===== src/hdl/mips_pkg.sv =====
package mips_pkg;

    // data and instruction words
    typedef logic [31:0] word_t;
    // register number, r0..r31
    typedef logic [4:0]  reg_idx_t;
    // word index into the 512-word data memory
    typedef logic [8:0]  dmem_addr_t;
    // word index into the 4096-word instruction rom
    typedef logic [11:0] imem_addr_t;

    // pc loaded on start, the rom folds its address around this
    localparam word_t reset_vector = 32'hbfc0_0000;

    localparam int dmem_words = 512;
    localparam int imem_words = 4096;

    // primary opcodes
    localparam logic [5:0] op_special = 6'b000000;
    localparam logic [5:0] op_lw      = 6'b100011;
    localparam logic [5:0] op_sw      = 6'b101011;
    localparam logic [5:0] op_addiu   = 6'b001001;

    // funct codes under op_special
    localparam logic [5:0] fn_mult = 6'b011000;
    localparam logic [5:0] fn_mflo = 6'b010010;
    localparam logic [5:0] fn_mfhi = 6'b010000;
    localparam logic [5:0] fn_jr   = 6'b001000;

    // run control
    // s_slot executes the delay slot instruction after jr
    typedef enum logic [1:0] {
        s_idle,
        s_run,
        s_slot
    } cpu_state_t;

endpackage


===== src/hdl/mult_unit.sv =====
`timescale 1ns/1ps

module mult_unit import mips_pkg::*; (
    input  logic  clk,
    input  logic  arst_n,
    input  logic  mult_en,
    input  word_t op_a,
    input  word_t op_b,
    output word_t hi,
    output word_t lo
);

    // full signed product of the two operands
    logic signed [63:0] product;

    assign product = $signed(op_a) * $signed(op_b);

    // hi/lo only change on a mult
    // mflo and mfhi in the next cycle see the new values
    always_ff @(posedge clk or negedge arst_n) begin
        if (!arst_n) begin
            hi <= '0;
            lo <= '0;
        end else if (mult_en) begin
            hi <= product[63:32];
            lo <= product[31:0];
        end
    end

endmodule


===== config.mk =====
export PLATFORM = sky130hd
export DESIGN_NAME = mult_unit
export DESIGN_NICKNAME = d
export VERILOG_FILES = /design/src/hdl/mips_pkg.sv /design/src/hdl/mult_unit.sv
export SDC_FILE = /design/constraint.sdc
export NUM_CORES = 2
export LEC_CHECK = 0
export BUFFER_PORTS_ARGS = -buffer_cell sky130_fd_sc_hd__buf_2
export CAP_MARGIN = 20
export CORE_MARGIN = 3
export CORE_UTILIZATION = 25
export DETAILED_ROUTE_END_ITERATION = 10
export PLACE_DENSITY = 0.49
export SETUP_SLACK_MARGIN = 0.3
export SYNTH_ARGS = -nofsm -noshare
export SYNTH_HDL_FRONTEND = slang
export SYNTH_SLANG_ARGS = --single-unit

===== constraint.sdc =====
create_clock -name clk -period 1.9 [get_ports clk]
set_input_delay 0.38 -clock clk [delete_from_list [all_inputs] [get_ports clk]]
set_output_delay 0.38 -clock clk [all_outputs]
set_load 0.005 [all_outputs]

Word level (Yosys, flattened, before mapping):

Index checks and enable logic that the tools add are counted.

* register bits: 64
* input port bits: 67
* output and inout port bits: 64
* word-level logic and storage cells: 3

* multiply operators: 1

Operator list (number)
* 32-bit by 32-bit multiplier with 64-bit output: 1

Longest topological paths before layout:

* depth in word-level cells: 1
* mapped depth: 28
* gate-level depth less buffers: 26

Worst setup path before layout:

Ideal clock, no wire load.

* kind: input -> register
* start point: input op_b[2]
* end point: register hi[31]
* setup time: 0.126 ns
* arrival: 7.541 ns
* required time: 1.774 ns
* path slack: -5.768 ns
* cell stages on the path: 25
* buffers on the path: 2
* cell sequence: clkbuf_1 -> nand2_1 -> inv_1 -> fa_1 -> fa_1 -> fa_1 -> fa_1 -> inv_1 -> fa_1 -> inv_1 -> fa_1 -> inv_1 -> fa_1 -> inv_1 -> fa_1 -> ha_1 -> clkbuf_1 -> a21o_1 -> a21o_1 -> a21oi_1 -> o21bai_1 -> a211o_1 -> nand2_1 -> a31oi_1 -> a311o_1

* cells in the longest elaborated chain, start to end: 1

RTL lines
* start, declared: RTL line mult_unit.sv:8 `input word_t op_b,`
* 32-bit by 32-bit multiplier with 64-bit output: RTL line mult_unit.sv:16 `assign product = $signed(op_a) * $signed(op_b);`
* end signal, assigned: RTL line mult_unit.sv:25 `hi <= product[63:32];`
* end, declared: RTL line mult_unit.sv:9 `output word_t hi,`

Every way passes these cells.
A chain may end at the register's enable or synchronous reset.

Final worst setup path:

* start point: input op_a[10]
* end point: register hi[24]

* cells in the longest elaborated chain, start to end: 1

RTL lines
* start, declared: RTL line mult_unit.sv:7 `input word_t op_a,`
* 32-bit by 32-bit multiplier with 64-bit output: RTL line mult_unit.sv:16

Every way passes these cells.

==> qor.csv <==
stage;metric;value;unit
final_layout;share of post-route cells with drive strength above 1;24.9;%
sta;Setup WS post-layout;-5.21;ns
logic_synthesis;Mapped Cells;4017;
run;number of max-cap violations;0;
place;hpwl dp;101000;µm
route;vias per inst;4.26;
final_layout;final net count;5827;
sta;slew at the pin with the worst max-slew slack;0.498;ns
clocking;H-tree depth;3;
min_path;HP Class;input port to flip-flop;
critical_path;CP Launch Type;input port;
clocking;maximum buffer depth of the clock tree;2;
logic_synthesis;register area share after synthesis;4.16;%
critical_path;reg2reg path depth;2;
grt;number of global-route vias before repair;32463;
sta;count of final setup violators;61;
clocking;CTS Buf Count;9;
grt;Overall Global Routing Usage;15.1;%
route;# DRC;0;
sta;Slew Viols, Final;0;
sta;fin crit share;374;%
logic_synthesis;synthesized flop and latch total;64;
grt;antenna violations before repair;4;
critical_path;Crit. End Element;flip-flop;
floorplan;core area;0.152;mm²
final_layout;fin area;0.0491;mm²
grt;GRT Residual Overflow;0;
sta;Fin. Hold Viols;0;
critical_path;slowest cell on the critical path;fa_1;
logic_synthesis;Post-Syn Nets;5350;
sta;FMAX;141;MHz
floorplan;chip height;398;µm
status;outcome;finished, violations left;
critical_path;CP delay by family, top;adder cells;
floorplan;Initial Utilization;25.2;%
critical_path;critical path buffer and inverter count;9;
status;failing checks;setup timing;
critical_path;CP Class;input port to flip-flop;
clocking;Clock Root Buffer;clkbuf_16;
sta;Clock Skew;0;ns
min_path;hold path cells;3;
route;vias;27817;
logic_synthesis;cell area after synthesis;0.0385;mm²
route;Pre-antenna DRT Iters;5;
grt;first-pass GRT wire length;184000;µm
grt;pin count of the biggest net entering global routing;49;
floorplan;Ports;131;
critical_path;Stages on worst setup path;28;
place;area post-placement;0.0460;mm²
place;GPL Wtd Cong;0.822;
logic_synthesis;Avg Cell Area, Syn;9.58;µm²
floorplan;Die ar.;0.159;mm²
floorplan;die width;398;µm
route;post-route ant nets;0;
route;1st-iter DRT viols;1077;
clocking;clk slew on worst S/H paths;0.07;ns
critical_path;worst reg-to-reg setup slack;0.85;ns
logic_synthesis;EDFF count, synth;0;
route;WL final;115000;µm
sta;Slew HR;66.6;%
logic_synthesis;Synth Warn #;0;
critical_path;cell occurring most often along the worst timing path;fa_1;
floorplan;Rows;143;
critical_path;CP Data Required Time;2.15;ns
logic_synthesis;Distinct cells, synth;68;
clocking;TritonCTS clock tree;built;
critical_path;CP Data Arrival Time;7.36;ns
route;per-cell routed wire length;17.7;µm
logic_synthesis;Primary FF master, synth;dfrtp_1;
clocking;Worst-Skew Late Latency;0.37;ns
critical_path;crit-path max FO;5;
sta;fin crit period;7.11;ns
final_layout;Layout area overhead;27.6;%
critical_path;crit-path max cell delay;0.55;ns
clocking;clk sinks;64;
sta;RSZ-0062 raised after global routing;true;
logic_synthesis;Post-synth ARST share;100;%
place;# port buffers;130;
registers in the layout (all words and copies together) (netlist names):
name and flops:
hi 32, lo 32
worst register-to-register path, stage by stage (launching register included):
cell	delay, ns
dfrtp_1	0.42
a221oi_1	0.32
o311ai_2	0.16
area by class of cell:
type	count	area, µm²
Clock inverter	6	115
Multi-Input combinational cell	2781	34600
Sequential cell	64	1600
Inverter	958	3600
Fill cell	15928	103000
Timing Repair Buffer	680	6420
Antenna cell	2	5.00
Clock buffer	10	239
Tap cell	2030	2540
placed cells by master (no fill, tap or decap), types with 11 or more instances in the layout:
master,netlist,routed
fa_2,0,91
ha_1,184,124
a21oi_4,0,14
buf_6,0,82
nor2_1,54,46
fa_1,1082,991
dfrtp_1,64,64
mux2_2,48,30
nand4_1,11,11
buf_2,4,68
o21bai_1,15,11
buf_4,0,428
a21o_1,25,25
buf_12,0,63
nand2_2,0,24
clkbuf_16,0,14
ha_4,0,59
nand3_1,12,11
o21ai_0,35,11
buf_8,0,24
inv_2,0,30
inv_1,957,925
and2_4,0,31
o21ai_1,2,12
mux2_4,0,18
xnor2_1,48,37
xor2_1,20,14
and2_1,516,484
nand2_1,538,507
a21oi_2,0,22
a21oi_1,74,38
cell families (layout without fill, tap and decap cells):
kind of cell / after synthesis / count (layout) / share of synthesized area, %
fa+ha+maj: 1266 / 1266 / 62.3
simple gates: 1180 / 1180 / 15.4
buf+inv: 1172 / 1654 / 11.5
compound gates: 218 / 218 / 3.74
xor+xnor: 68 / 68 / 1.55
flops: 64 / 64 / 4.16
mux: 49 / 49 / 1.43
other cells: 0 / 2 / 0
final timing paths:
| kind | start | to |
|---|---|---|
| max | op_a[10] | hi[24] |
| min | op_b[0] | lo[0] |
| max reg2reg | hi[27] | hi[27] |
| min reg2reg | lo[29] | lo[29] |
| max in group asynchronous | arst_n | lo[14] |
| min in group asynchronous | arst_n | hi[26] |
cell usage after synthesis, types with 15 or more instances:
library cell / count / area, µm²
fa_1: 1082 / 21700
inv_1: 957 / 3590
nand2_1: 538 / 2020
and2_1: 516 / 3230
clkbuf_1: 206 / 773
ha_1: 184 / 2300
a21oi_1: 74 / 370
dfrtp_1: 64 / 1600
nor2_1: 54 / 203
mux2_2: 48 / 541
xnor2_1: 48 / 420
o21ai_0: 35 / 175
a21o_1: 25 / 188
xor2_1: 20 / 175
o21bai_1: 15 / 113
what timing repair did:
item | 4_1_cts | 5_1_grt
endpoints found under the setup margin | 62 | 62
setup buffers | 29 | 20
hold buffers | 1 | 0
cloned | 5 | 6
gates resized for setup | 315 | 208
endpoints found under the hold margin | 25 | 0
pin swaps | 128 | 129
through the flow:
stage | setup slack (ns) | std cells | setup TNS (ns) | hold slack, ns | util [%]
floorplan | -5.42 | 4017 | -254.90 | 0.0844 | -
global placement | -5.89 | 6452 | -314.01 | 0.331 | 30.2
detailed placement | -5.98 | 6452 | -314.70 | 0.331 | 30.2
CTS | -5.17 | 6503 | -270.23 | 0.417 | 31.4
global route | -5.38 | 6530 | -281.19 | 0.366 | 32.2
finish | -5.21 | 6531 | -270.86 | 0.368 | 32.2
per-layer routing:
| metal | routed length, µm | global-route usage [%] | up-vias |
|---|---|---|---|
| met5 | 13 | 0 | - |
| met4 | 3820 | 4.31 | 2 |
| met3 | 2800 | 1.28 | 145 |
| met2 | 62800 | 28.9 | 413 |
| met1 | 45900 | 17.9 | 14761 |
| li1 | - | - | 12496 |
Power is left out: the tool's default activity adds up to more than one toggle a clock period on the data nets, which glitch-free logic cannot reach.
