File: config.mk
export PLATFORM = sky130hd
export DESIGN_NAME = mips_cpu
export DESIGN_NICKNAME = d
export VERILOG_FILES = /design/src/hdl/mips_pkg.sv /design/src/hdl/mips_cpu.sv
export SDC_FILE = /design/constraint.sdc
export NUM_CORES = 1
export LEC_CHECK = 0
export BUFFER_PORTS_ARGS = -buffer_cell sky130_fd_sc_hd__buf_2
export CORE_AREA = 3 3 121 123
export CTS_BUF_LIST = sky130_fd_sc_hd__clkbuf_16
export CTS_CLUSTER_SIZE = 12
export DETAILED_ROUTE_END_ITERATION = 12
export DIE_AREA = 0 0 124 126
export PLACE_DENSITY = 0.8
export SLEW_MARGIN = 20
export SYNTH_ARGS = -nofsm -noshare
export SYNTH_HDL_FRONTEND = slang
export SYNTH_SLANG_ARGS = --single-unit
File: constraint.sdc
create_clock -name clk -period 5.5 [get_ports clk]
set_input_delay 1.1 -clock clk [delete_from_list [all_inputs] [get_ports clk]]
set_output_delay 1.1 -clock clk [all_outputs]
set_load 0.1 [all_outputs]
File: src/hdl/mips_pkg.sv
package mips_pkg;

    // data and instruction words
    typedef logic [31:0] word_t;
    // register number, r0..r31
    typedef logic [4:0]  reg_idx_t;
    // word index into the 512-word data memory
    typedef logic [8:0]  dmem_addr_t;
    // word index into the 4096-word instruction rom
    typedef logic [11:0] imem_addr_t;

    // pc loaded on start, the rom folds its address around this
    localparam word_t reset_vector = 32'hbfc0_0000;

    localparam int dmem_words = 512;
    localparam int imem_words = 4096;

    // primary opcodes
    localparam logic [5:0] op_special = 6'b000000;
    localparam logic [5:0] op_lw      = 6'b100011;
    localparam logic [5:0] op_sw      = 6'b101011;
    localparam logic [5:0] op_addiu   = 6'b001001;

    // funct codes under op_special
    localparam logic [5:0] fn_mult = 6'b011000;
    localparam logic [5:0] fn_mflo = 6'b010010;
    localparam logic [5:0] fn_mfhi = 6'b010000;
    localparam logic [5:0] fn_jr   = 6'b001000;

    // run control
    // s_slot executes the delay slot instruction after jr
    typedef enum logic [1:0] {
        s_idle,
        s_run,
        s_slot
    } cpu_state_t;

endpackage

File: src/hdl/mips_cpu.sv
`timescale 1ns/1ps

module mips_cpu import mips_pkg::*; (
    input  logic       clk,
    input  logic       arst_n,
    input  logic       start,
    output logic       busy,
    output logic       done,
    output word_t      instr_address,
    input  word_t      instr_readdata,
    output reg_idx_t   rs_idx,
    output reg_idx_t   rt_idx,
    input  word_t      rs_data,
    input  word_t      rt_data,
    output logic       wr_en,
    output reg_idx_t   wr_idx,
    output word_t      wr_data,
    output logic       mult_en,
    input  word_t      hi,
    input  word_t      lo,
    output logic       dmem_we,
    output dmem_addr_t dmem_addr,
    output word_t      dmem_wdata,
    input  word_t      dmem_rdata
);

    cpu_state_t state;
    word_t      pc;
    // jr target, taken after the delay slot
    word_t      jump_target;

    // instruction fields
    logic [5:0] opcode;
    logic [5:0] funct;
    reg_idx_t   rd_idx;
    word_t      imm_sext;
    // rs + imm for lw, sw and addiu
    word_t      addr_sum;

    // decoded instruction, anything else falls through as a nop
    logic is_special;
    logic is_lw;
    logic is_sw;
    logic is_addiu;
    logic is_mult;
    logic is_mflo;
    logic is_mfhi;
    logic is_jr;

    assign instr_address = pc;

    assign opcode   = instr_readdata[31:26];
    assign rs_idx   = instr_readdata[25:21];
    assign rt_idx   = instr_readdata[20:16];
    assign rd_idx   = instr_readdata[15:11];
    assign funct    = instr_readdata[5:0];
    assign imm_sext = {{16{instr_readdata[15]}}, instr_readdata[15:0]};

    assign is_special = (opcode == op_special);
    assign is_lw      = (opcode == op_lw);
    assign is_sw      = (opcode == op_sw);
    assign is_addiu   = (opcode == op_addiu);
    assign is_mult    = is_special && (funct == fn_mult);
    assign is_mflo    = is_special && (funct == fn_mflo);
    assign is_mfhi    = is_special && (funct == fn_mfhi);
    assign is_jr      = is_special && (funct == fn_jr);

    assign addr_sum = rs_data + imm_sext;

    // word access only, low two address bits dropped
    assign dmem_addr  = addr_sum[10:2];
    assign dmem_wdata = rt_data;

    // strobes only while a run is in progress
    assign busy    = (state != s_idle);
    assign dmem_we = busy && is_sw;
    assign mult_en = busy && is_mult;
    assign wr_en   = busy && (is_lw || is_addiu || is_mflo || is_mfhi);

    // r-type moves write rd, i-type writes rt
    assign wr_idx = (is_mflo || is_mfhi) ? rd_idx : rt_idx;

    // writeback select
    always_comb begin
        if (is_lw) begin
            wr_data = dmem_rdata;
        end else if (is_mflo) begin
            wr_data = lo;
        end else if (is_mfhi) begin
            wr_data = hi;
        end else begin
            wr_data = addr_sum;
        end
    end

    // run control and pc
    always_ff @(posedge clk or negedge arst_n) begin
        if (!arst_n) begin
            state <= s_idle;
            pc    <= reset_vector;
            done  <= 1'b0;
        end else begin
            done <= 1'b0;
            case (state)
                s_idle: begin
                    // start during a run never reaches here
                    if (start) begin
                        pc    <= reset_vector;
                        state <= s_run;
                    end
                end
                s_run: begin
                    pc <= pc + 32'd4;
                    if (is_jr) begin
                        state <= s_slot;
                    end
                end
                s_slot: begin
                    // slot instruction executes on this edge, then halt
                    pc    <= jump_target;
                    state <= s_idle;
                    done  <= 1'b1;
                end
                default: state <= s_idle;
            endcase
        end
    end

    always_ff @(posedge clk) begin
        if ((state == s_run) && is_jr) begin
            jump_target <= rs_data;
        end
    end

endmodule

; ---- Word level (Yosys, flattened, before mapping)
; Index checks and enable logic that the tools add are counted.
[op_classes]
addsub = 2
n_eq_ne = 11
mux = 10
reduce_logical = 18
[op_table]
columns = operator, count
row1 = $mux W32, 4
row2 = $pmux W32 S3, 1
row3 = $add A32 B3 Y32 const B, 1
row4 = $add A32 B32 Y32, 1
row5 = $eq A6 B5 Y1 const B, 3
row6 = $eq A6 B4 Y1 const B, 2
row7 = $eq A6 B6 Y1 const B, 2
row8 = $logic_and A1 B1 Y1, 8
row9 = $logic_not A6 Y1, 1
row10 = $mux W5, 1
row11 = $logic_or A1 B1 Y1, 4
row12 = $mux W2, 2
row13 = $ne A2 B2 Y1 const B, 2
row14 = $pmux W2 S2, 1
row15 = $reduce_and A2 Y1, 2
row16 = $reduce_bool A3 Y1, 1
row17 = $eq A2 B1 Y1 const B, 1
row18 = $eq A2 B2 Y1 const B, 1
row19 = $logic_not A2 Y1, 1
row20 = $reduce_bool A2 Y1, 1
row21 = $mux W1, 1
[totals]
regBits = 67
input_bits = 195
output_inout_bits = 125
word_cells = 45

; ---- Longest topological paths before layout
[depth]
depth_word = 5
ltp_mapped = 12
depth_no_buf = 12

; ---- Least setup slack after synthesis
; OpenSTA, ideal clock, no wires.
[synth_path]
path_type = input -> output
from = input port instr_readdata[1]
to = output port wr_data[8]
t_arrival_ns = 6.408
required_time_ns = 4.400
slack_ns = -2.008
cell_stages = 11
path_cell_list = clkbuf_1 inv_1 fa_1 nand2b_1 a21oi_1 nand2b_1 nand3_1 and2_1 xnor2_1 a21oi_1 o21ai_0
[synth_via]
word_cells_on_any_way = 8
cone_classes = add/sub: 1 / eq/ne: 2 / mux: 3 / reduce/logical: 2
[synth_lines]
columns = element, line_no
row1 = start: declaration, mips_cpu.sv:10  ; input word_t instr_readdata,
row2 = $add A32 B32 Y32, mips_cpu.sv:68  ; assign addr_sum = rs_data + imm_sext;
row3 = named net dmem_addr[6], mips_cpu.sv:22  ; output dmem_addr_t dmem_addr,
row4 = $mux W32, mips_cpu.sv:89  ; end else if (is_mfhi) begin
row5 = $mux W32, mips_cpu.sv:87  ; end else if (is_mflo) begin
row6 = $mux W32, mips_cpu.sv:85  ; if (is_lw) begin
row7 = end: declaration, mips_cpu.sv:17  ; output word_t wr_data,
; The timed path passes the listed nets, and every way through them passes these cells.

; ---- Worst setup path after layout
[layout_path]
from = input port instr_readdata[0]
to = output port wr_data[24]
[layout_via]
elab_chain_cells = 5
word_cells_on_any_way = 8
cone_classes = add/sub: 1 / eq/ne: 2 / mux: 3 / reduce/logical: 2
[layout_rtl]
columns = element, line_no
row1 = "parallel branches: the longest is 3 deep, another holds $add A32 B32 Y32", n/a
row2 = $mux W32 (*), mips_cpu.sv:87
row3 = $mux W32 (*), mips_cpu.sv:85
; Mark *: on every way between the ends.

==> results.py <==
metrics = {
    "yosys": {
        "ys_warn_count": 0,
        "yosysTopAreaCell": "edfxtp_1",
        "synth_seq_cells": 67,
        "yosysMostFrequentCell": "nand2_1",
        "yosysTopAreaCellShare_pct": 15.9,
        "syn_nets": 970,
        "synthFlopType": "edfxtp_1",
        "synth_edf_count": 32,
        "synth.top_cells.by_area": "edfxtp_1 16%, dfrtp_1 11%, ha_1 7.6%",
        "synth_seq_area_share_pct": 30.5,
        "synth_cell_type_count": 68,
        "synthTopCellsByCount": "85 x nand2_1, 73 x o21ai_0, 68 x a21oi_1",
        "syn_inst": 737,
        "syn_avg_cell_area_um2": 8.22,
        "async_reset_ff_share_pct": 52.2,
        "synth_area_um2": 6060,
    },
    "routing": {
        "drt-pass1-iter-count": 5,
        "drt_iter0_drc": 589,
        "post_drt_wl_per_cell_um": 17.7,
        "routed-via-count": 6213,
        "postRouteAntennaNets": 0,
        "post-route-drc-count": 0,
        "routed_via_density": 5.62,
        "routed_wl_um": 19600,
    },
    "timing": {
        "worst_pin_slew_ps": 1070,
        "hold_viol": 0,
        "rsz0062_at_grt": "false",
        "finClkSkew_ps": 4.20,
        "hold_ws_ps": 496,
        "drv_slew": 0,
        "max_clock_freq_mhz": 189,
        "slew_headroom_pct": 28.9,
        "period_minus_slack_ps": 5290,
        "setup_viol": 0,
        "period_share_pct": 96.2,
    },
    "critical_path": {
        "r2r-start": "state[0]",
        "r2r-end": "instr_address[23]",
        "cpPeakStageDelay_ps": 480,
        "critPathLaunchType": "input port",
        "arrival_ps": 4190,
        "critPathMaxFanout": 4,
        "required_ps": 4400,
        "r2r_slack_ps": 2150,
        "reg2reg_depth": 10,
        "criticalPathCategory": "in -> out",
        "crit_top_cell": "a21oi_1",
        "crit_slowest_cell": "nor3b_1",
        "critPathCaptureType": "output pin",
        "crit_chain": "buf_2 -> ha_1 -> inv_1 -> fa_1 -> nand2b_1 -> a21oi_1 -> nor2_1 -> o31ai_1 -> a21oi_1 -> nor3b_1 -> a21oi_1 -> xnor2_1 -> a221o_1 -> buf_12",
    },
    "min_path": {
        "worstHoldEndpoint": "instr_address[1]",
        "hold_start": "jump_target[1]",
        "hp-class": "reg -> reg",
        "hold-path-cell-count": 2,
    },
    "pwr": {
        "power_frac_seq_pct": 21.2,
        "p_comb_share_pct": 58.7,
        "p_leak_nw": 3.62,
        "powerDensity_nw_per_um2": 383,
        "p_sw_mw": 1.57,
        "intPower_mw": 1.45,
        "switching_share_pct": 51.9,
        "ir_worst_vdd_mv": 0.240,
        "total_power_mw": 3.02,
        "p_clk_share_pct": 20.1,
    },
    "cells_and_area": {
        "multiInputGateArea_um2": 3820,
        "num-fill-cells": 1321,
        "ff_latch_area_um2": 1850,
        "area_growth_pct": 30.2,
        "drive_above_1_share_pct": 33.9,
        "final_cells": 1106,
        "diodes": 0,
        "nNetsFinal": 1154,
    },
    "floorplanning": {
        "core_area_um2": 13800,
        "die_w_um": 124,
        "start_util_pct": 44.0,
        "row_count": 43,
        "num_io_pins": 320,
        "die_area_um2": 15600,
        "die_h_um": 126,
    },
    "global_route": {
        "overflow": 0,
        "antenna_found_initial": 1,
        "grt_pass1_vias": 5966,
        "grt_max_degree": 49,
        "grt.total_usage_pct": 24.8,
        "grt_pass1_wl_um": 30500,
    },
    "placed_design": {
        "hpwl_um": 15800,
        "place_inst": 1090,
        "place_congestion": 0.906,
        "placement.io_buffers": 245,
    },
    "run_status": {
        "status": "finished, final reports clean",
    },
    "clocking": {
        "cts_buffers": 9,
        "cts.sinks": 67,
        "clk_latency_ps": 330,
        "postCtsHoldBufs": 0,
        "htree_levels": 3,
        "post_cts_buffers": 0,
        "root_buffer": "clkbuf_16",
        "ctsResizeCount": 0,
        "cts_tree": "done",
        "clockBufferDepth": 2,
        "clk_pin_slew_ps": 60,
    },
    "job": {
        "maxCapViolations": 0,
    },
}
## power groups by stage
stage	clock network, mW	logic [mW]	registers (mW)
floorplan	0	1.18	0.899
global placement	0	1.75	0.645
detailed placement	0	1.77	0.646
CTS	0.617	1.77	0.638
global route	0.641	1.86	0.647
finish	0.607	1.77	0.640
## metrics by stage
stage	setup slack, ps	TNS (ps)	cell area (um2)	utilization (%)
global route	83.0	0	7890	57.3
finish	208	0	7890	57.3
floorplan	-626	-1250	6180	-
detailed placement	264	0	7570	55.0
CTS	259	0	7890	57.3
global placement	380	0	7570	55.0
## state kept, by name, summed over array words and instances (netlist names)
name / flops
instr_address: 32
jump_target: 32
state: 2
done: 1
## final cells by class
class,instances,share of cell area [%]
tap,180,2.85
timing repair buffer,252,20.6
multi-input combinational,576,48.4
sequential,67,23.4
clock buffer,9,2.85
inverter,15,0.713
clock inverter,7,1.17
## placed cells by master (no fill, tap or decap), types with 9 or more instances in the layout
| master | instances |
|---|---|
| mux2i_1 | 25 |
| a21o_1 | 17 |
| dfstp_2 | 9 |
| nand2_1 | 85 |
| dfrtp_1 | 26 |
| clkbuf_16 | 9 |
| inv_1 | 14 |
| a22oi_1 | 10 |
| nand3_1 | 22 |
| and3_1 | 10 |
| o21ai_0 | 64 |
| xnor2_1 | 21 |
| o21ai_1 | 11 |
| nor2_1 | 54 |
| a31oi_1 | 11 |
| a21oi_1 | 61 |
| ha_1 | 37 |
| edfxtp_1 | 32 |
| buf_12 | 23 |
| buf_2 | 222 |
| nor3_1 | 9 |
## critical path, delay by kind of cell
family | cells | cell delay, ps
AOI/OAI and AO/OA | 5 | 1210
xor gates and xnor gates | 1 | 160
adders and majority gates | 2 | 600
buffers and inverters | 3 | 340
and+or+nand+nor | 3 | 790
## worst max-delay path by stage
stage,endpoint,cells past startpoint,slack [ps],start
after floorplan,wr_data[2],6,-630,instr_readdata[1]
after global placement,wr_data[24],14,380,instr_readdata[0]
after detailed placement,wr_data[24],14,260,instr_readdata[0]
after CTS,wr_data[24],14,260,instr_readdata[0]
after global routing,wr_data[24],14,80,instr_readdata[0]
final,wr_data[24],14,210,instr_readdata[0]
## kinds of logic (layout without fill, tap and decap cells)
group           Yosys count  after routing  share of synthesized area (%)
compound gates          246            246                           25.1
xor+xnor                 36             36                           5.20
fa+ha+maj                38             38                           7.97
buf+inv                  94            283                           8.51
flops                    67             67                           30.5
mux                      34             34                           5.80
simple gates            222            222                           16.9
## routing by layer
layer  vias up  track usage [%]  wire [um]
met5         -                0          0
met3        41             5.03       1390
met2       303             42.5       9710
li1       3044                -          -
met1      2825             31.3       8000
met4         0             7.28        472
Power figures use the tool's default switching activity.
